**src/rtl/img_pkg.sv**
```systemverilog
`default_nettype none

package img_pkg;

    // ----------------------------------------
    // Widths
    // ----------------------------------------
    localparam int PIX_W  = 8;
    localparam int OUT_W  = 14;
    localparam int ADDR_W = 11;

    // Host opcodes, codes 9..15 are undefined
    typedef enum logic [3:0] {
        OP_LOAD    = 4'd0,
        OP_ORG_R   = 4'd1,
        OP_ORG_L   = 4'd2,
        OP_ORG_U   = 4'd3,
        OP_ORG_D   = 4'd4,
        OP_SCALE_D = 4'd5,
        OP_SCALE_U = 4'd6,
        OP_DISPLAY = 4'd7,
        OP_CONV    = 4'd8
    } op_e;

    typedef enum logic [1:0] {
        DEPTH_8  = 2'd0,
        DEPTH_16 = 2'd1,
        DEPTH_32 = 2'd2
    } depth_e;

    // Signed so a kernel tap can sit one pixel outside the image
    typedef logic signed [4:0] coord_t;

    // ----------------------------------------
    // Link structs
    // ----------------------------------------
    typedef struct packed {
        coord_t     x;
        coord_t     y;
        logic [5:0] chan;
    } pix_loc_t;

    typedef struct packed {
        logic              we;
        logic [ADDR_W-1:0] addr;
        logic [PIX_W-1:0]  pix;
    } mem_wr_t;

    typedef struct packed {
        logic       disp_start;
        logic       conv_start;
        logic [2:0] org_x;
        logic [2:0] org_y;
        depth_e     depth;
    } win_cmd_t;

    // Number of active channels for a depth code
    function automatic logic [5:0] depth_chans(depth_e d);
        case (d)
            DEPTH_8:  return 6'd8;
            DEPTH_16: return 6'd16;
            default:  return 6'd32;
        endcase
    endfunction

endpackage

`default_nettype wire
```
**src/rtl/img_window_engine.sv**
```systemverilog
`default_nettype none

module img_window_engine (
    input  wire logic                      i_clk,
    input  wire logic                      i_rst_n,
    input  wire img_pkg::win_cmd_t         i_cmd,
    input  wire logic [img_pkg::PIX_W-1:0] i_rd_pix,
    output img_pkg::pix_loc_t              o_rd_loc,
    output logic                           o_done,
    output logic                           o_out_valid,
    output logic [img_pkg::OUT_W-1:0]      o_out_data
);

    localparam int ACC_W = 24;

    typedef enum logic [1:0] {
        ST_IDLE,
        ST_DISP,
        ST_CONV,
        ST_FIN
    } state_e;

    state_e                    state;
    logic [1:0]                pos;
    logic [5:0]                ch;
    logic [1:0]                kx;
    logic [1:0]                ky;
    logic [ACC_W-1:0]          acc;
    logic [5:0]                last_ch;
    logic                      disp_step;
    logic [1:0]                k_shift;
    logic [img_pkg::PIX_W+1:0] term;
    logic [ACC_W-1:0]          acc_sum;
    logic [ACC_W-1:0]          rounded;
    img_pkg::coord_t           dx;
    img_pkg::coord_t           dy;

    assign last_ch   = img_pkg::depth_chans(i_cmd.depth) - 6'd1;
    assign disp_step = (state == ST_DISP) || (state == ST_IDLE && i_cmd.disp_start);

    // ----------------------------------------
    // Read location
    // ----------------------------------------
    // pos[0] picks the right column, pos[1] the lower row
    always_comb begin
        dx = (state == ST_CONV) ? img_pkg::coord_t'({3'b000, kx}) - img_pkg::coord_t'(1) : '0;
        dy = (state == ST_CONV) ? img_pkg::coord_t'({3'b000, ky}) - img_pkg::coord_t'(1) : '0;
        o_rd_loc.x    = img_pkg::coord_t'({2'b00, i_cmd.org_x}) +
                        img_pkg::coord_t'({4'b0000, pos[0]}) + dx;
        o_rd_loc.y    = img_pkg::coord_t'({2'b00, i_cmd.org_y}) +
                        img_pkg::coord_t'({4'b0000, pos[1]}) + dy;
        o_rd_loc.chan = ch;
    end

    // Gaussian weight as a shift: corners 1, edges 2, centre 4
    always_comb begin
        k_shift = {1'b0, kx == 2'd1} + {1'b0, ky == 2'd1};
        term    = {2'b00, i_rd_pix} << k_shift;
        acc_sum = acc + ACC_W'(term);
        rounded = acc_sum + ACC_W'(8);
    end

    // ----------------------------------------
    // Sequencer
    // ----------------------------------------
    always_ff @(posedge i_clk or negedge i_rst_n) begin
        if (!i_rst_n) begin
            state       <= ST_IDLE;
            pos         <= 2'd0;
            ch          <= 6'd0;
            kx          <= 2'd0;
            ky          <= 2'd0;
            acc         <= '0;
            o_done      <= 1'b0;
            o_out_valid <= 1'b0;
            o_out_data  <= '0;
        end else begin
            o_done      <= 1'b0;
            o_out_valid <= 1'b0;
            if (disp_step) begin
                // Channel outer, 2x2 position inner
                o_out_valid <= 1'b1;
                o_out_data  <= img_pkg::OUT_W'(i_rd_pix);
                pos         <= pos + 2'd1;
                state       <= ST_DISP;
                if (pos == 2'd3) begin
                    if (ch == last_ch) begin
                        ch    <= 6'd0;
                        state <= ST_FIN;
                    end else begin
                        ch <= ch + 6'd1;
                    end
                end
            end else begin
                case (state)
                    ST_IDLE: begin
                        if (i_cmd.conv_start) begin
                            acc   <= '0;
                            state <= ST_CONV;
                        end
                    end
                    ST_CONV: begin
                        acc <= acc_sum;
                        kx  <= (kx == 2'd2) ? 2'd0 : kx + 2'd1;
                        if (kx == 2'd2) begin
                            ky <= (ky == 2'd2) ? 2'd0 : ky + 2'd1;
                            if (ky == 2'd2) begin
                                ch <= (ch == last_ch) ? 6'd0 : ch + 6'd1;
                                if (ch == last_ch) begin
                                    // Last tap of the last channel closes this beat
                                    o_out_valid <= 1'b1;
                                    o_out_data  <= rounded[img_pkg::OUT_W+3:4];
                                    acc         <= '0;
                                    pos         <= pos + 2'd1;
                                    if (pos == 2'd3) state <= ST_FIN;
                                end
                            end
                        end
                    end
                    ST_FIN: begin
                        o_done <= 1'b1;
                        state  <= ST_IDLE;
                    end
                    default: state <= ST_IDLE;
                endcase
            end
        end
    end

endmodule

`default_nettype wire

```
**config.mk**
```make
export PLATFORM = sky130hd
export DESIGN_NAME = img_window_engine
export DESIGN_NICKNAME = d
export VERILOG_FILES = /design/src/rtl/img_pkg.sv /design/src/rtl/img_window_engine.sv
export SDC_FILE = /design/constraint.sdc
export NUM_CORES = 1
export LEC_CHECK = 0
export BUFFER_PORTS_ARGS = -buffer_cell sky130_fd_sc_hd__buf_2
export CAP_MARGIN = 5
export CORE_AREA = 2 2 127 129
export CTS_CLUSTER_SIZE = 20
export DETAILED_ROUTE_END_ITERATION = 10
export DIE_AREA = 0 0 129 131
export PLACE_DENSITY = 0.37
export SLEW_MARGIN = 20
export SYNTH_ARGS = -nofsm -noshare
export SYNTH_HDL_FRONTEND = slang
export SYNTH_SLANG_ARGS = --single-unit
```
**constraint.sdc**
```tcl
create_clock -name i_clk -period 5.8 [get_ports i_clk]
set_input_delay 0.87 -clock i_clk [delete_from_list [all_inputs] [get_ports i_clk]]
set_output_delay 0.87 -clock i_clk [all_outputs]
set_load 0.02 [all_outputs]
```
Yosys cells after proc, flatten, opt, wreduce, memory -nomap -nowiden
Index checks and enable logic that the tools add are counted.
- bitwise logic cells: 1
- eq/ne operators: 17
- reduce and logical (&&, ||, !) cells: 15
- $add $sub $neg: 14
- shift-type cells: 1
- mux-type cells: 42
- operators with widths (cell ; count):
    24-bit 2-to-1 mux ; 4
    14-bit 2-to-1 mux ; 5
    24-bit one-hot mux with 2 select lines ; 1
    6-bit 2-to-1 mux ; 6
    2-bit 2-to-1 mux ; 15
    24-bit by 10-bit adder with 24-bit output ; 1
    18-bit by 4-bit adder with 18-bit output, second input constant ; 1
    3-bit by 2-bit != test with 1-bit output, second input constant ; 4
    6-bit one-hot mux with 2 select lines ; 1
    5-bit adder ; 2
    2-bit equality test, second input constant ; 5
    5-bit 2-to-1 mux ; 2
    2-bit nonzero test ; 5
    8-bit by 2-bit << shifter with 10-bit output ; 1
    3-bit by 1-bit adder with 4-bit output ; 2
    2-bit by 1-bit equality test with 1-bit output, second input constant ; 4
    4-bit AND reduction ; 2
    1-bit 2-to-1 mux ; 7
    2-bit by 1-bit adder with 2-bit output, second input constant ; 3
    6-bit by 1-bit adder with 6-bit output, second input constant ; 1
    6-bit equality test ; 1
    3-bit AND reduction ; 2
    2-bit by 1-bit subtractor with 3-bit output, second input constant ; 2
    6-bit by 1-bit subtractor with 6-bit output, second input constant ; 1
    other kinds (11) ; 12
- bits of input ports: 20
- word-level logic and storage cells: 99
- flip-flop bits (word level): 54
- output and inout bits: 32

Logic depth before layout (Yosys ltp)
- word-level depth: 10
- mapped depth: 18
- gate-level depth less buffers: 16

Least setup slack after synthesis
Ideal clock, no wire load.
- kind: flip-flop to flip-flop
- start point: register kx[0]
- end point: register o_out_data[7] in the netlist's numbering
- buffers on the path: 2
- arrival: 3714 ps
- clock period less this slack: 3783 ps
- library setup time: 69 ps
- stages on the path, launching flop included: 18
- path slack: 2017 ps
- required time: 5731 ps
- path through: dfrtp_1 > ha_1 > ha_1 > clkbuf_1 > nor3b_1 > ha_1 > inv_1 > fa_1 > nand2b_2 > a21oi_1 > xor2_1 > ha_1 > and3_1 > and4b_1 > buf_4 > o211ai_2 > a211o_1 > nand3_1
- word-level cells in the longest chain between the ends: 10
- elaborated cells on any way between the ends: 13
- classes of those cells: 3 x add/sub; 2 x eq/ne; 1 x shift; 5 x mux; 2 x reduce/logical
- ends and longest elaborated chain (what ; line ; RTL):
    from (decl) ; img_window_engine.sv:26 ; logic [1:0] kx;
    from (signal assigned) ; img_window_engine.sv:104 ; kx <= (kx == 2'd2) ? 2'd0 : kx + 2'd1;
    2-bit by 1-bit equality test with 1-bit output ; img_window_engine.sv:57 ; k_shift = {1'b0, kx == 2'd1} + {1'b0, ky == 2'd1};
    1-bit by 1-bit adder with 2-bit output ; img_window_engine.sv:57 ;
    8-bit by 2-bit << shifter with 10-bit output ; img_window_engine.sv:58 ; term = {2'b00, i_rd_pix} << k_shift;
    24-bit by 10-bit adder with 24-bit output ; img_window_engine.sv:59 ; acc_sum = acc + ACC_W'(term);
    18-bit by 4-bit adder with 18-bit output ; img_window_engine.sv:60 ; rounded = acc_sum + ACC_W'(8);
    14-bit 2-to-1 mux ; img_window_engine.sv:109 ; if (ch == last_ch) begin
    14-bit 2-to-1 mux ; img_window_engine.sv:107 ; if (ky == 2'd2) begin
    14-bit 2-to-1 mux ; img_window_engine.sv:105 ; if (kx == 2'd2) begin
    14-bit 2-to-1 mux ; img_window_engine.sv:95 ; case (state)
    14-bit 2-to-1 mux ; img_window_engine.sv:80 ; if (disp_step) begin
    to (signal assigned) ; img_window_engine.sv:83 ; o_out_data <= img_pkg::OUT_W'(i_rd_pix);
    to (signal assigned) ; img_window_engine.sv:112 ; o_out_data <= rounded[img_pkg::OUT_W+3:4];
    to (decl) ; img_window_engine.sv:11 ; output logic [img_pkg::OUT_W-1:0] o_out_data
Parallel ways exist; a longest one is shown, timed or not. The select of a mux whose other input is x is not followed.
A chain may end at the register's enable or synchronous reset.

Worst setup path after layout
- start point: register kx[0]
- end point: register o_out_data[13] in the netlist's numbering
The elaborated chain is that of the path after synthesis.

==> impl_metrics.tcl <==
set metrics [dict create \
    worstPathRequired_ns 6.00 \
    timing.setup.tns_ns 0 \
    die_w_um 129 \
    dr.first_iter.drc_count 174 \
    final_common_cell "buf_2" \
    area_growth_pct 16.3 \
    arrival_ns 4.43 \
    final_cells 683 \
    wl_per_cell_um 15.9 \
    fin_skew_ns 0.00688 \
    cp_cell_sequence "ha_1, ha_1, nor3b_1, ha_1, inv_1, fa_1, nand2b_2, a21oi_1, xor2_1, ha_1, and3_1, and4b_1, nand3_2, o21a_1, o31ai_2" \
    p_total_mw 1.49 \
    cts_tree "built" \
    first_pass_iters 4 \
    grt_pass1_wl_um 17400 \
    yosysWarnings 0 \
    drv_slew 0 \
    final_cell_mix "buf_2, dfrtp_1, nand2_1, ha_1, o21ai_0" \
    rows 46 \
    rsz0062_at_grt "false" \
    post_cts_resized 0 \
    critical_path.top_delay_family "adder cells" \
    whs_ns 0.490 \
    crit_slowest_cell "ha_1" \
    grt_antenna_before_repair 0 \
    antenna_cells 0 \
    drv_cap 0 \
    gp_congestion 0.786 \
    initial_core_util_pct 24.6 \
    status "finished, final reports clean" \
    worst_slew_pin_slew_ns 0.984 \
    synth_area_sq_mm 0.00383 \
    holdBufCountCts 0 \
    remaining_drc_errors 0 \
    crit_buf_inv 1 \
    num-nets-final 524 \
    setup_viol 0 \
    synth-edff-count 0 \
    cp-end-kind "register" \
    switching_share_pct 41.6 \
    combPwrFrac_pct 48.2 \
    cpPeakStageDelay_ns 0.49 \
    die_h_um 131 \
    grt_start_max_net_pins 49 \
    die_area_sq_mm 0.0169 \
    clock.fmax_mhz 236 \
    clockBufferDepth 2 \
    numCtsBuffers 5 \
    seq_power_share_pct 29.3 \
    root_buffer "clkbuf_16" \
    cts_sinks 48 \
    vias 3226 \
    hold_class "register to register" \
    drive_gt1_share_pct 19.7 \
    ys_seq_area_share_pct 31.3 \
    ys_seq_elements 48 \
    cellLeakagePower_nw 2.01 \
    grt_pass1_vias 3216 \
    core_area_sq_mm 0.0156 \
    drt-total-wl_um 10800 \
    setup_ws_ns 1.56 \
    final_util_pct 28.6 \
    cts.clk_slew.worst_paths_ns 0.07 \
    p_per_area_mw_per_mm2 335 \
    clk_latency_ns 0.29 \
    grt_usage_pct 13.3 \
    cp-start-kind "register" \
    post_cts_buffers 0 \
    yosys.area.top_type "dfrtp_1" \
    syn_area_per_cell_sq_um 9.06 \
    post-place-ws_ns 1.59 \
    period_share_pct 73.1 \
    dp_hpwl_um 8370 \
    ios 52 \
    design_area_sq_mm 0.00446 \
    crit_path_frequent_cell "ha_1" \
    pwr-share-clk_pct 22.4 \
    gr-total-overflow 0 \
    place_area_sq_mm 0.00429 \
    vdd_ir_drop_max_mv 0.106 \
    hold_viol_final 0 \
    synth.distinct_cells 64 \
    crit_fanout 13 \
    htree_num_levels 2 \
    ys_top_cells_by_area "dfrtp_1, ha_1, xnor2_1" \
    maxSlewHeadroom_pct 34.2 \
    vias_per_cell 4.72 \
    finalCriticalPeriod_ns 4.24 \
    critPathKind "register to register" \
    power.switching_mw 0.622 \
    ys.flop_type "dfrtp_1" \
    dp.cells 675 \
    synth_top_area_share_pct 31.3 \
    syn_inst 423 \
    p_int_mw 0.873 \
    io_buffers 51 \
    synth_nets 481 \
    ant_nets 0 \
    synthArstFlopShare_pct 100 \
]
sequential cells by signal (all words and copies together), names as in the netlist:
name and count:
o_out_valid 1, state 2, pos 2, ch 6
kx 2, o_out_data 14, acc 18, o_done 1
ky 2
cells in the mapped netlist (6+ instances only):
library cell	number
a22oi_1	7
xnor2_1	21
inv_1	23
nand2b_1	6
dfrtp_1	48
o21ai_0	28
nor2_1	25
a22o_1	7
ha_1	35
and3_1	7
a21oi_1	19
mux2i_1	13
xor2_1	8
clkbuf_1	10
nand3_1	17
a21o_1	12
nor3_1	6
nand4_1	6
nand2_1	36
area by class of cell:
| class | instances | area [sq um] |
|---|---|---|
| Timing Repair Buffer | 53 | 270 |
| Clock buffer | 6 | 129 |
| Clock inverter | 2 | 35.0 |
| Multi-Input combinational cell | 335 | 2470 |
| Inverter | 23 | 86.3 |
| Tap cell | 216 | 270 |
| Fill cell | 1666 | 11100 |
| Sequential cell | 48 | 1200 |
final timing paths:
| check | cells past startpoint | endpoint | slack [ns] | start |
|---|---|---|---|---|
| max in group asynchronous | 2 | acc[6]$_DFFE_PN0P_ | 4.64 | i_rst_n |
| worst min-delay path | 2 | o_out_data[13]$_DFFE_PN0P_ | 0.49 | o_out_data[13]$_DFFE_PN0P_ |
| worst max register to register | 15 | o_out_data[13]$_DFFE_PN0P_ | 1.56 | kx[0]$_DFFE_PN0P_ |
| worst max-delay path | 15 | o_out_data[13]$_DFFE_PN0P_ | 1.56 | kx[0]$_DFFE_PN0P_ |
| min in group asynchronous | 2 | acc[17]$_DFFE_PN0P_ | 0.68 | i_rst_n |
| worst min register to register | 2 | o_out_data[13]$_DFFE_PN0P_ | 0.49 | o_out_data[13]$_DFFE_PN0P_ |
cells by family (layout without fill, tap and decap cells):
group / count (synthesis) / in the layout / share of synthesized area, %
buffers and inverters: 40 / 84 / 4.50
multiplexers: 17 / 17 / 4.57
flip-flops: 48 / 48 / 31.3
AO/OA/AOI/OAI: 114 / 114 / 21.1
AND/OR/NAND/NOR: 137 / 137 / 18.9
XOR/XNOR: 29 / 29 / 6.63
adder cells (fa/ha/maj): 38 / 38 / 13.0
per-layer routing:
| layer | wire [um] | global-route usage [%] | vias up |
|---|---|---|---|
| li1 | - | - | 1614 |
| met4 | 132 | 3.39 | 0 |
| met5 | 0 | 0 | - |
| met2 | 5330 | 22.9 | 37 |
| met1 | 5120 | 17.5 | 1567 |
| met3 | 245 | 1.83 | 8 |
worst register-to-register path, stage by stage, from the launching register on:
cell      delay (ns)
dfrtp_1         0.43
ha_1            0.23
ha_1            0.49
nor3b_1         0.32
ha_1            0.22
inv_1           0.06
fa_1            0.39
nand2b_2        0.25
a21oi_1         0.17
xor2_1          0.28
ha_1            0.23
and3_1          0.18
and4b_1         0.37
nand3_2         0.16
o21a_1          0.21
o31ai_2         0.16
power groups by stage:
stage               registers, mW  logic (mW)  clock network, mW
floorplan                   0.461       0.511                  0
global placement            0.447       0.731                  0
detailed placement          0.446       0.726                  0
CTS                         0.440       0.730              0.348
global route                0.448       0.802              0.358
finish                      0.438       0.721              0.335
Power figures use the tool's default switching activity.
