==> config.mk <==
export PLATFORM = sky130hd
export DESIGN_NAME = img_cmd_ctrl
export DESIGN_NICKNAME = d
export VERILOG_FILES = /design/src/rtl/img_pkg.sv /design/src/rtl/img_cmd_ctrl.sv
export SDC_FILE = /design/constraint.sdc
export NUM_CORES = 1
export LEC_CHECK = 0
export BUFFER_PORTS_ARGS = -buffer_cell sky130_fd_sc_hd__buf_4
export CAP_MARGIN = 10
export CORE_ASPECT_RATIO = 1.5
export CORE_MARGIN = 8
export CORE_UTILIZATION = 57
export CTS_CLUSTER_SIZE = 20
export DETAILED_ROUTE_END_ITERATION = 8
export PLACE_DENSITY = 0.89
export SKIP_CTS_REPAIR_TIMING = 1
export SYNTH_ARGS = -nofsm -noshare
export SYNTH_HDL_FRONTEND = slang
export SYNTH_SLANG_ARGS = --single-unit
==> constraint.sdc <==
create_clock -name i_clk -period 3.5 [get_ports i_clk]
set_clock_uncertainty 0.2 [all_clocks]
set_input_delay 0.175 -clock i_clk [delete_from_list [all_inputs] [get_ports i_clk]]
set_output_delay 0.175 -clock i_clk [all_outputs]
set_load 0.02 [all_outputs]
==> src/rtl/img_pkg.sv <==
`default_nettype none

package img_pkg;

    // ----------------------------------------
    // Widths
    // ----------------------------------------
    localparam int PIX_W  = 8;
    localparam int OUT_W  = 14;
    localparam int ADDR_W = 11;

    // Host opcodes, codes 9..15 are undefined
    typedef enum logic [3:0] {
        OP_LOAD    = 4'd0,
        OP_ORG_R   = 4'd1,
        OP_ORG_L   = 4'd2,
        OP_ORG_U   = 4'd3,
        OP_ORG_D   = 4'd4,
        OP_SCALE_D = 4'd5,
        OP_SCALE_U = 4'd6,
        OP_DISPLAY = 4'd7,
        OP_CONV    = 4'd8
    } op_e;

    typedef enum logic [1:0] {
        DEPTH_8  = 2'd0,
        DEPTH_16 = 2'd1,
        DEPTH_32 = 2'd2
    } depth_e;

    // Signed so a kernel tap can sit one pixel outside the image
    typedef logic signed [4:0] coord_t;

    // ----------------------------------------
    // Link structs
    // ----------------------------------------
    typedef struct packed {
        coord_t     x;
        coord_t     y;
        logic [5:0] chan;
    } pix_loc_t;

    typedef struct packed {
        logic              we;
        logic [ADDR_W-1:0] addr;
        logic [PIX_W-1:0]  pix;
    } mem_wr_t;

    typedef struct packed {
        logic       disp_start;
        logic       conv_start;
        logic [2:0] org_x;
        logic [2:0] org_y;
        depth_e     depth;
    } win_cmd_t;

    // Number of active channels for a depth code
    function automatic logic [5:0] depth_chans(depth_e d);
        case (d)
            DEPTH_8:  return 6'd8;
            DEPTH_16: return 6'd16;
            default:  return 6'd32;
        endcase
    endfunction

endpackage

`default_nettype wire
==> src/rtl/img_cmd_ctrl.sv <==
`default_nettype none

module img_cmd_ctrl #(
    parameter int P_IMG_W = 8,
    parameter int P_IMG_H = 8,
    parameter int P_IMG_C = 32
) (
    input  wire logic                      i_clk,
    input  wire logic                      i_rst_n,
    input  wire logic                      i_op_valid,
    input  wire logic [3:0]                i_op_mode,
    input  wire logic                      i_in_valid,
    input  wire logic [img_pkg::PIX_W-1:0] i_in_data,
    input  wire logic                      i_win_done,
    output logic                           o_op_ready,
    output logic                           o_in_ready,
    output img_pkg::mem_wr_t               o_mem_wr,
    output img_pkg::win_cmd_t              o_win_cmd
);

    localparam int         FRAME_PIX = P_IMG_W * P_IMG_H * P_IMG_C;
    localparam logic [2:0] ORG_X_MAX = 3'(P_IMG_W - 2);
    localparam logic [2:0] ORG_Y_MAX = 3'(P_IMG_H - 2);

    typedef enum logic [1:0] {
        ST_IDLE,
        ST_LOAD,
        ST_ADJUST,
        ST_BUSY
    } state_e;

    state_e          state;
    img_pkg::op_e    op_q;
    img_pkg::depth_e depth;
    logic [2:0]      org_x;
    logic [2:0]      org_y;
    logic [11:0]     load_cnt;
    logic            disp_start;
    logic            conv_start;
    logic            pix_accept;

    assign pix_accept = o_in_ready && i_in_valid;

    // Pixels go straight to the frame in raster order
    always_comb begin
        o_mem_wr.we   = pix_accept;
        o_mem_wr.addr = load_cnt[img_pkg::ADDR_W-1:0];
        o_mem_wr.pix  = i_in_data;
    end

    always_comb begin
        o_win_cmd.disp_start = disp_start;
        o_win_cmd.conv_start = conv_start;
        o_win_cmd.org_x      = org_x;
        o_win_cmd.org_y      = org_y;
        o_win_cmd.depth      = depth;
    end

    // ----------------------------------------
    // Command FSM
    // ----------------------------------------
    always_ff @(posedge i_clk or negedge i_rst_n) begin
        if (!i_rst_n) begin
            state      <= ST_IDLE;
            op_q       <= img_pkg::OP_LOAD;
            depth      <= img_pkg::DEPTH_32;
            org_x      <= 3'd0;
            org_y      <= 3'd0;
            load_cnt   <= 12'd0;
            disp_start <= 1'b0;
            conv_start <= 1'b0;
            o_op_ready <= 1'b0;
            o_in_ready <= 1'b0;
        end else begin
            o_op_ready <= 1'b0;
            disp_start <= 1'b0;
            conv_start <= 1'b0;
            case (state)
                ST_IDLE: begin
                    if (i_op_valid) begin
                        op_q <= img_pkg::op_e'(i_op_mode);
                        case (img_pkg::op_e'(i_op_mode))
                            img_pkg::OP_LOAD: begin
                                load_cnt   <= 12'd0;
                                o_in_ready <= 1'b1;
                                state      <= ST_LOAD;
                            end
                            img_pkg::OP_DISPLAY: begin
                                disp_start <= 1'b1;
                                state      <= ST_BUSY;
                            end
                            img_pkg::OP_CONV: begin
                                conv_start <= 1'b1;
                                state      <= ST_BUSY;
                            end
                            // Shifts, scales and undefined codes
                            default: state <= ST_ADJUST;
                        endcase
                    end
                end
                ST_LOAD: begin
                    if (pix_accept) begin
                        load_cnt <= load_cnt + 12'd1;
                        if (load_cnt == 12'(FRAME_PIX - 1)) begin
                            o_in_ready <= 1'b0;
                            o_op_ready <= 1'b1;
                            state      <= ST_IDLE;
                        end
                    end
                end
                ST_ADJUST: begin
                    // Origin stays within 0..max so the 2x2 window fits
                    case (op_q)
                        img_pkg::OP_ORG_R: if (org_x < ORG_X_MAX) org_x <= org_x + 3'd1;
                        img_pkg::OP_ORG_L: if (org_x != 3'd0) org_x <= org_x - 3'd1;
                        img_pkg::OP_ORG_U: if (org_y != 3'd0) org_y <= org_y - 3'd1;
                        img_pkg::OP_ORG_D: if (org_y < ORG_Y_MAX) org_y <= org_y + 3'd1;
                        img_pkg::OP_SCALE_D: begin
                            if (depth == img_pkg::DEPTH_32) depth <= img_pkg::DEPTH_16;
                            else if (depth == img_pkg::DEPTH_16) depth <= img_pkg::DEPTH_8;
                        end
                        img_pkg::OP_SCALE_U: begin
                            if (depth == img_pkg::DEPTH_8) depth <= img_pkg::DEPTH_16;
                            else if (depth == img_pkg::DEPTH_16) depth <= img_pkg::DEPTH_32;
                        end
                        default: ;
                    endcase
                    o_op_ready <= 1'b1;
                    state      <= ST_IDLE;
                end
                ST_BUSY: begin
                    if (i_win_done) begin
                        o_op_ready <= 1'b1;
                        state      <= ST_IDLE;
                    end
                end
                default: state <= ST_IDLE;
            endcase
        end
    end

endmodule

`default_nettype wire

[After elaboration in Yosys (flattened, before gate mapping)]
Index checks and enable logic that the tools add are counted.
Storage, ports and cells
  register bits after elaboration: 30
  input bits: 17
  logic and storage cells: 96
Cells by class
  $add $sub $neg: 5
  $lt $le $gt $ge: 2
  eq/ne operators: 25
  multiplexer cells: 36
  reduce and logical (&&, ||, !) cells: 18
Operator list (count)
  12-bit 2-to-1 mux: 3
  12-bit case mux with 2 select lines: 1
  4-bit AND reduction: 5
  4-bit by 3-bit equality test with 1-bit output (second input constant): 4
  2-bit 2-to-1 mux: 8
  2-bit inequality test (second input constant): 8
  1-bit 2-to-1 mux: 13
  12-bit by 1-bit adder with 12-bit output (second input constant): 1
  12-bit by 11-bit equality test with 1-bit output (second input constant): 1
  3-bit 2-to-1 mux: 4
  3-bit case mux with 2 select lines: 2
  4-bit by 2-bit equality test with 1-bit output (second input constant): 2
  2-bit case mux with 2 select lines: 2
  2-bit case mux with 4 select lines: 1
  2-bit nonzero test: 4
  3-bit by 1-bit adder with 3-bit output (second input constant): 2
  2-bit equality test (second input constant): 3
  3-bit < comparator (second input constant): 2
  3-bit inequality test (second input constant): 2
  3-bit nonzero test: 2
  3-bit by 1-bit subtractor with 3-bit output (second input constant): 2
  5-bit AND reduction: 1
  2-bit by 1-bit equality test with 1-bit output (second input constant): 2
  4-bit by 1-bit equality test with 1-bit output (second input constant): 1
  9 further kinds: 10

[Logic depth before layout (Yosys ltp)]
Gate-level depths: netlist (run 1).
  word-level depth: 5
  gate-level depth with buffers: 6

[Least setup slack after synthesis (run 1)]
No wires, ideal clock.
  path type: reg2reg
  from: reg op_q[1]
  to: reg org_y[2]
  setup time: 0.078 ns
  arrival time: 1.774 ns
  data required time: 3.222 ns
  setup slack: 1.449 ns
  stages on the path, launching flop included: 6
  clock period less this slack: 2.051 ns
  cells stage by stage: dfrtp_1 > or4b_4 > fa_1 > nor3b_1 > o21ai_0 > o2bb2ai_1
On the way
  word-level cells in the longest chain between the ends: 3
  elaborated cells between the ends (all ways): 7
  those cells by class: eq/ne: 4; mux: 1; reduce/logical: 2
Ends and longest elaborated chain
  from (decl): line img_cmd_ctrl.sv:33  | img_pkg::op_e op_q;
  from (signal assigned): line img_cmd_ctrl.sv:65  | op_q <= img_pkg::OP_LOAD;
  from (signal assigned): line img_cmd_ctrl.sv:81  | op_q <= img_pkg::op_e'(i_op_mode);
  4-bit by 3-bit equality test with 1-bit output or 4-bit by 2-bit equality test with 1-bit output (tied branches): line img_cmd_ctrl.sv:113  | case (op_q)
  2-bit inequality test (no source line) or 2-bit nonzero test (tied branches)
  4-bit AND reduction (no source line)
  to (signal assigned): line img_cmd_ctrl.sv:116  | img_pkg::OP_ORG_U: if (org_y != 3'd0) org_y <= org_y - 3'd1;
  to (signal assigned): line img_cmd_ctrl.sv:117  | img_pkg::OP_ORG_D: if (org_y < ORG_Y_MAX) org_y <= org_y + 3'd1;
  to (decl): line img_cmd_ctrl.sv:36  | logic [2:0] org_y;
Parallel ways exist; a longest one is shown, timed or not.
A chain may end at the register's enable or synchronous reset.

[Final worst setup path (run 1)]
Ends and elaborated chain as after synthesis.

==> key figures, run 1 <==
Die
  • IO Count: 49
  • Core ar.: 3160 µm²
  • Die Wd: 63.1 µm
  • Full die area: 5470 µm²
  • FP Rows: 25
  • Die Y: 86.7 µm
  • Initial core utilization: 0.601

Synth
  • Syn Nets: 211
  • EDFF count, synth: 0
  • Seq cells post-synth: 30
  • Asr flop ratio synth: 1.00
  • Synth warnings: 0
  • Syn avg cell area: 10.1 µm²
  • Top_reg_cell synth: dfrtp_1
  • Yosys cell types: 49
  • Post-Syn Instances: 188
  • Post-synthesis sequential area ratio: 0.396
  • Mapped cell area: roughly 1900 µm²

Drt
  • Final ANT Viol Nets: 0
  • WL final: roughly 4100 µm
  • Via-per-instance ratio: 5.86
  • DR iter-0 viols: 61
  • Drt drc: 0
  • WL/cell: between 15 and 20 µm
  • Vias: approximately 1500
  • First-pass iteration count of the detailed router: 4

Power
  • Comb pwr share: 0.388
  • Sequential Power Share: 0.404
  • Maximum vdd ir drop: 0.000561 V
  • Power, Total: 1590 µW
  • Switching part of the total: 0.406
  • Clk pwr share: 0.208
  • LEAKAGE: 0.000978 µW
  • Internal power: 943 µW
  • Pwr dens: 728 nW/µm²
  • Psw: 643 µW

STA
  • Maximum clock frequency: ~0.46 GHz
  • Pin slew with the least headroom to its limit: about 500 ps
  • Slew headroom: 0.664
  • Unrepaired setup endpoints after global routing: false
  • Sum of negative setup slack: 0 ps
  • Final setup fails: 0
  • Endpoints failing hold: 0
  • Fin crit period: 2180 ps
  • Max-slew violation count: 0
  • Final hold slack: around 120 ps
  • Tcrit/Tclk final: 0.624

Worst setup path
  • Worst Path Required: ~3500 ps
  • CP max FO: 7
  • CP endpoint kind: flip-flop
  • CP startpoint kind: flip-flop
  • Worst reg-to-reg path cell count: 5
  • Crit path DAT: ~2200 ps
  • Crit path kind: flip-flop to flip-flop

Clock network
  • CTS tree: yes
  • H-tree level count: 2
  • Cts bufs inserted: 5
  • Root buffer cell: clkbuf_8
  • Clock-pin slew on the worst setup and hold paths: 60 ps
  • Clock tree buffer depth: 2
  • Clk sinks: 30
  • Worst-Skew Late Latency: 280 ps

Min path
  • Hold path depth: 4
  • Hold crit path type: input pin to flip-flop

Placed design
  • Routability-driven placement congestion ratio: 0.824
  • Placed cell count: about 240
  • PortBufs: 32
  • HPWL after detailed placement: 2990 µm

Final layout
  • Final non-filler cell total: 251
  • Layout fillers: 259
  • Layout cells sized above 1: 0.262
  • Area Overhead vs Synth: 14.8%
  • Final #Nets: 232
  • Fin util: 0.690

Outcome
  • Outcome: complete, no violations

GRT
  • Pin count of the biggest net entering global routing: 31
  • Total track usage: 0.151
  • First-pass GRT wire length: around 6700 µm
  • Initial antenna violation count: 1
  • Vias in the first global route: 1480
  • Global route total overflow: 0

Run
  • Max_cap viols: 0
-- critical path: stages (launching register included) --
cell       delay, ps
dfrtp_1          450
or4b_4           600
fa_1             410
nor3b_1          160
o21ai_0          170
o2bb2ai_1        120
-- cells in the mapped netlist (2+ instances only) --
| cell | instances | area share |
|---|---|---|
| a21oi_1 | 4 | 0.011 |
| a22o_1 | 3 | 0.014 |
| and2b_1 | 2 | 0.0079 |
| buf_4 | 22 | 0.087 |
| dfrtp_1 | 29 | 0.38 |
| fa_1 | 2 | 0.021 |
| ha_1 | 4 | 0.026 |
| inv_1 | 8 | 0.016 |
| mux2_1 | 3 | 0.018 |
| mux2_2 | 4 | 0.024 |
| mux2i_1 | 4 | 0.021 |
| nand2_1 | 12 | 0.024 |
| nand2b_1 | 2 | 0.0066 |
| nand3_1 | 8 | 0.021 |
| nand3b_1 | 3 | 0.012 |
| nand4_1 | 4 | 0.013 |
| nor2_1 | 15 | 0.030 |
| nor2b_1 | 2 | 0.0066 |
| nor3_1 | 4 | 0.011 |
| nor3_2 | 3 | 0.016 |
| nor4_1 | 6 | 0.020 |
| nor4b_2 | 2 | 0.016 |
| o211ai_1 | 3 | 0.012 |
| o21ai_0 | 5 | 0.013 |
| or3_1 | 3 | 0.0099 |
| xnor2_1 | 7 | 0.032 |
| xor2_1 | 2 | 0.0092 |
-- kinds of logic (layout without fill, tap and decap cells) --
group / Yosys count / count (layout) / synth area share
AND/OR/NAND/NOR: 76 / 76 / 0.248
AO/OA/AOI/OAI: 24 / 24 / 0.0930
flip-flops: 30 / 30 / 0.396
other: 0 / 1 / 0
multiplexers: 11 / 11 / 0.0626
XOR/XNOR: 9 / 9 / 0.0415
buffers and inverters: 32 / 54 / 0.111
adder cells (fa/ha/maj): 6 / 6 / 0.0475
-- cell type report --
| class | count | area, µm² | share of cell area |
|---|---|---|---|
| timing repair buffer | 38 | 300 | 0.138 |
| antenna | 1 | 2.50 | 0.00115 |
| multi-input combinational | 126 | 935 | 0.429 |
| clock buffer | 8 | 110 | 0.0505 |
| tap | 40 | 50.0 | 0.0230 |
| inverter | 8 | 30.0 | 0.0138 |
| sequential | 30 | 752 | 0.345 |
-- power groups by stage --
stage | sequential, µW | clock [µW] | combinational (µW)
6_report | 641 | 330 | 616
5_1_grt | 660 | 350 | 672
4_1_cts | 637 | 334 | 620
3_5_place_dp | 642 | 0 | 617
3_3_place_gp | 628 | 0 | 596
2_1_floorplan | 628 | 0 | 457
-- metal layers --
| metal | up-vias | global-route usage | wire, µm |
|---|---|---|---|
| li1 | 694 | - | - |
| met1 | 723 | 0.137 | 1520 |
| met2 | 44 | 0.285 | 2260 |
| met3 | 10 | 0.0516 | 219 |
| met4 | 0 | 0.0813 | 102 |
| met5 | - | 0 | 0 |
-- sequential cells by signal, summed over array words and instances, names as in the netlist --
signal,cells
disp_start,1
o_in_ready,1
depth,2
state,2
op_q,4
conv_start,1
load_cnt,12
o_op_ready,1
org_x,3
org_y,3
-- per-stage QoR --
stage	setup slack (ps)	area, µm²
after floorplan	1450	1900
after global placement	1410	2010
after detailed placement	1340	2010
after CTS	1320	2120
after global routing	1220	2180
final	1320	2180
-- path summary, 6_finish.rpt --
check                        startpoint            to  slack [ps]
max                             op_q[1]      org_y[2]        1320
min                          i_op_valid      state[1]         120
max reg2reg                     op_q[1]      org_y[2]        1320
min reg2reg                load_cnt[11]  load_cnt[11]         350
max in group asynchronous       i_rst_n      depth[1]        2640
min in group asynchronous       i_rst_n    o_op_ready         150
-- cell usage in the layout (no fill, tap or decap), drive strengths merged, types with 4 or more instances in the layout --
cell type | Yosys | layout
a21oi | 4 | 4
buf | 24 | 32
clkbuf | 0 | 8
dfrtp | 29 | 29
dlygate4sd3 | 0 | 6
ha | 4 | 4
inv | 8 | 8
mux2 | 7 | 7
mux2i | 4 | 4
nand2 | 12 | 12
nand3 | 8 | 8
nand4 | 4 | 4
nor2 | 15 | 15
nor3 | 7 | 7
nor4 | 6 | 6
o21ai | 6 | 6
xnor2 | 7 | 7
(Power assumes the default switching activity.)
==> inputs of run 2 (changes only) <==
Settings changed: ABC_AREA set to 1, CORE_UTILIZATION 57 to 49, PLACE_DENSITY 0.89 to 0.81.
Clock period 3.5 ns to 1.9 ns, I/O delays scaled along.
==> key figures, run 2 <==
Final layout
  • Largest regs: load_cnt: 12 flops, op_q: 4 flops
  • Commonest non-fill, non-tap cells in the layout: nand2_1 (92), buf_4 (34), inv_1 (30)
  • Final non-filler cell area: around 2400 µm²
  • Layout fillers: 413
  • Top reg by flops: load_cnt
  • Area Overhead vs Synth: 17.7%
  • Most common cell after layout, fill and taps aside: nand2_1
  • Layout cells sized above 1: 0.191
  • Fin util: 0.587
  • Max reg flops: 12
  • Final non-filler cell total: 365
  • Ant diodes: 0
  • Final #Nets: around 340

Placed design
  • HPWL after detailed placement: 3440 µm
  • PortBufs: 32
  • Placed cell count: ~340
  • Placed cell area: around 2200 µm²
  • Routability-driven placement congestion ratio: between 0.8 and 0.9

GRT
  • First-pass GRT wire length: 7810 µm
  • Total track usage: 0.141
  • Pin count of the biggest net entering global routing: 31
  • Initial antenna violation count: 0
  • Global route total overflow: 0
  • Vias in the first global route: 1805

Synth
  • Seq cells post-synth: 30
  • Leading area contributor after synthesis: dfrtp_1
  • Syn avg cell area: a little over 7 µm²
  • Post-synth top cells: nand2_1 (92), inv_1 (30), dfrtp_1 (29)
  • Asr flop ratio synth: 1.00
  • Largest family of logic cells by synthesized area: simple AND/OR/NAND/NOR gates
  • Adder-Cell Fraction of Synth Area: 0.0436
  • Synth warnings: 0
  • Synth Area in XOR/XNOR: 0.00848
  • Synth top area cells: dfrtp_1 (35%), nand2_1 (17%), buf_4 (8.0%), nand3_1 (6.5%), inv_1 (5.5%)
  • Mapped cell area: 2060 µm²
  • Post-synthesis sequential area ratio: 0.364
  • Top_reg_cell synth: dfrtp_1
  • Post-Syn Instances: ~290
  • Yosys cell types: 28
  • Mux cell area share after synthesis: 0
  • Syn Nets: 310
  • EDFF count, synth: 0
  • Post-synthesis compound-gate area fraction: 0.0679
  • Top cell type's share of synthesized area: 0.352
  • Count leader, synth: nand2_1
  • Synth Area in Simple Gates: 0.358

Drt
  • M1 WL: 1810 µm
  • Drt drc: 0
  • DR iter-0 viols: 70
  • First-pass iteration count of the detailed router: 4
  • Routed wire length on met3: 219 µm
  • Final ANT Viol Nets: 0
  • Via-per-instance ratio: 5.11
  • Top routing layer used: met4
  • Vias: roughly 1900
  • WL final: 4720 µm
  • Met2 WL: about 2600 µm
  • WL/cell: about 13 µm

Worst setup path
  • Critical path's slowest cell: dfrtp_1
  • CP startpoint kind: flip-flop
  • Crit path kind: flip-flop to flip-flop
  • Worst path cell trace: ha_2 > nand2_1 > nor2_4 > nand3_1 > o21ai_2 > nand2_1 > nand2_1 > nand2_1
  • Worst Path Required: 1880 ps
  • CP endpoint kind: flip-flop
  • CP max FO: 6
  • CP dominant cell by count: nand2_1
  • Crit path DAT: 1730 ps
  • CP peak stage delay: 420 ps

Clock network
  • Clk sinks: 30
  • CTS tree: yes
  • Root buffer cell: clkbuf_8
  • Cts bufs inserted: 5
  • Clock-pin slew on the worst setup and hold paths: 70 ps
  • Worst-Skew Late Latency: 280 ps
  • H-tree level count: 2
  • Clock tree buffer depth: 2

Outcome
  • Outcome: complete, no violations

Die
  • Die Wd: 69 µm
  • Initial core utilization: 0.499
  • Die Y: 95.5 µm
  • IO Count: 49
  • Full die area: 6590 µm²
  • FP Rows: 29
  • Core ar.: between 4000 and 5000 µm²

Power
  • Power, Total: 2890 µW
  • Maximum vdd ir drop: 0.000744 V
  • LEAKAGE: 0.00121 µW
  • Pwr dens: 1190 nW/µm²

STA
  • Unrepaired setup endpoints after global routing: false
  • Sum of negative setup slack: 0 ps
  • Final setup fails: 0
  • Slew headroom: 0.730
  • Max-slew violation count: 0
  • Maximum clock frequency: between 0.5 and 0.6 GHz
  • Endpoints failing hold: 0
  • Fin crit period: 1750 ps
  • Tcrit/Tclk final: 0.921
  • Pin slew with the least headroom to its limit: 403 ps

Run
  • Max_cap viols: 0

Min path
  • Hold crit path type: input pin to flip-flop
run 2: cells by family (layout without fill, tap and decap cells):
logic type,count (synthesis),in the layout
fa+ha+maj,6,6
xor+xnor,2,2
buf+inv,59,91
flops,30,30
compound gates,23,23
simple gates,167,167
run 2: where the power goes:
group / internal, µW / switching [µW] / leakage, µW
Sequential: 811 / 195 / 0.000392
Clock: 292 / 248 / 0.0000482
Combinational: 496 / 853 / 0.000773
Total: 1600 / 1300 / 0.00121
run 2: area by class of cell:
class	instances	area, µm²	area share
clock buffers	7	86.3	0.0355
well taps	46	57.6	0.0237
flip-flops and latches	30	752	0.309
clock inverters	1	5.00	0.00206
repair buffers	49	405	0.167
multi-input cells	198	993	0.409
inverters	34	130	0.0536
run 2: metal layers:
| metal | up-vias | global-route usage |
|---|---|---|
| met3 | 7 | 0.0365 |
| met4 | 0 | 0.0669 |
| met1 | 869 | 0.134 |
| li1 | 956 | - |
| met2 | 34 | 0.274 |
| met5 | - | 0 |
run 2: final timing paths:
kind,start,end,slack (ps),cells after the start
setup / recovery,load_cnt[1],state[0],150,8
hold / removal,i_in_valid,o_op_ready,20,5
setup reg to reg,load_cnt[1],state[0],150,8
hold reg to reg,depth[1],depth[1],290,2
max in group asynchronous,i_rst_n,depth[1],1100,2
min in group asynchronous,i_rst_n,org_x[1],90,2
run 2: worst max-delay path: cells and delay by family (launching register included):
kind / cells / cell delay (ps)
fa+ha+maj: 1 / 260
compound gates: 1 / 180
flops: 1 / 420
simple gates: 6 / 580
run 2: metrics by stage:
| stage | hold WS (ps) | setup slack, ps |
|---|---|---|
| final | 23.4 | 150 |
| after global routing | 78.2 | 29.4 |
| after CTS | -460 | 95.5 |
| after detailed placement | -150 | 99.2 |
| after global placement | -154 | 139 |
| after floorplan | -401 | 260 |
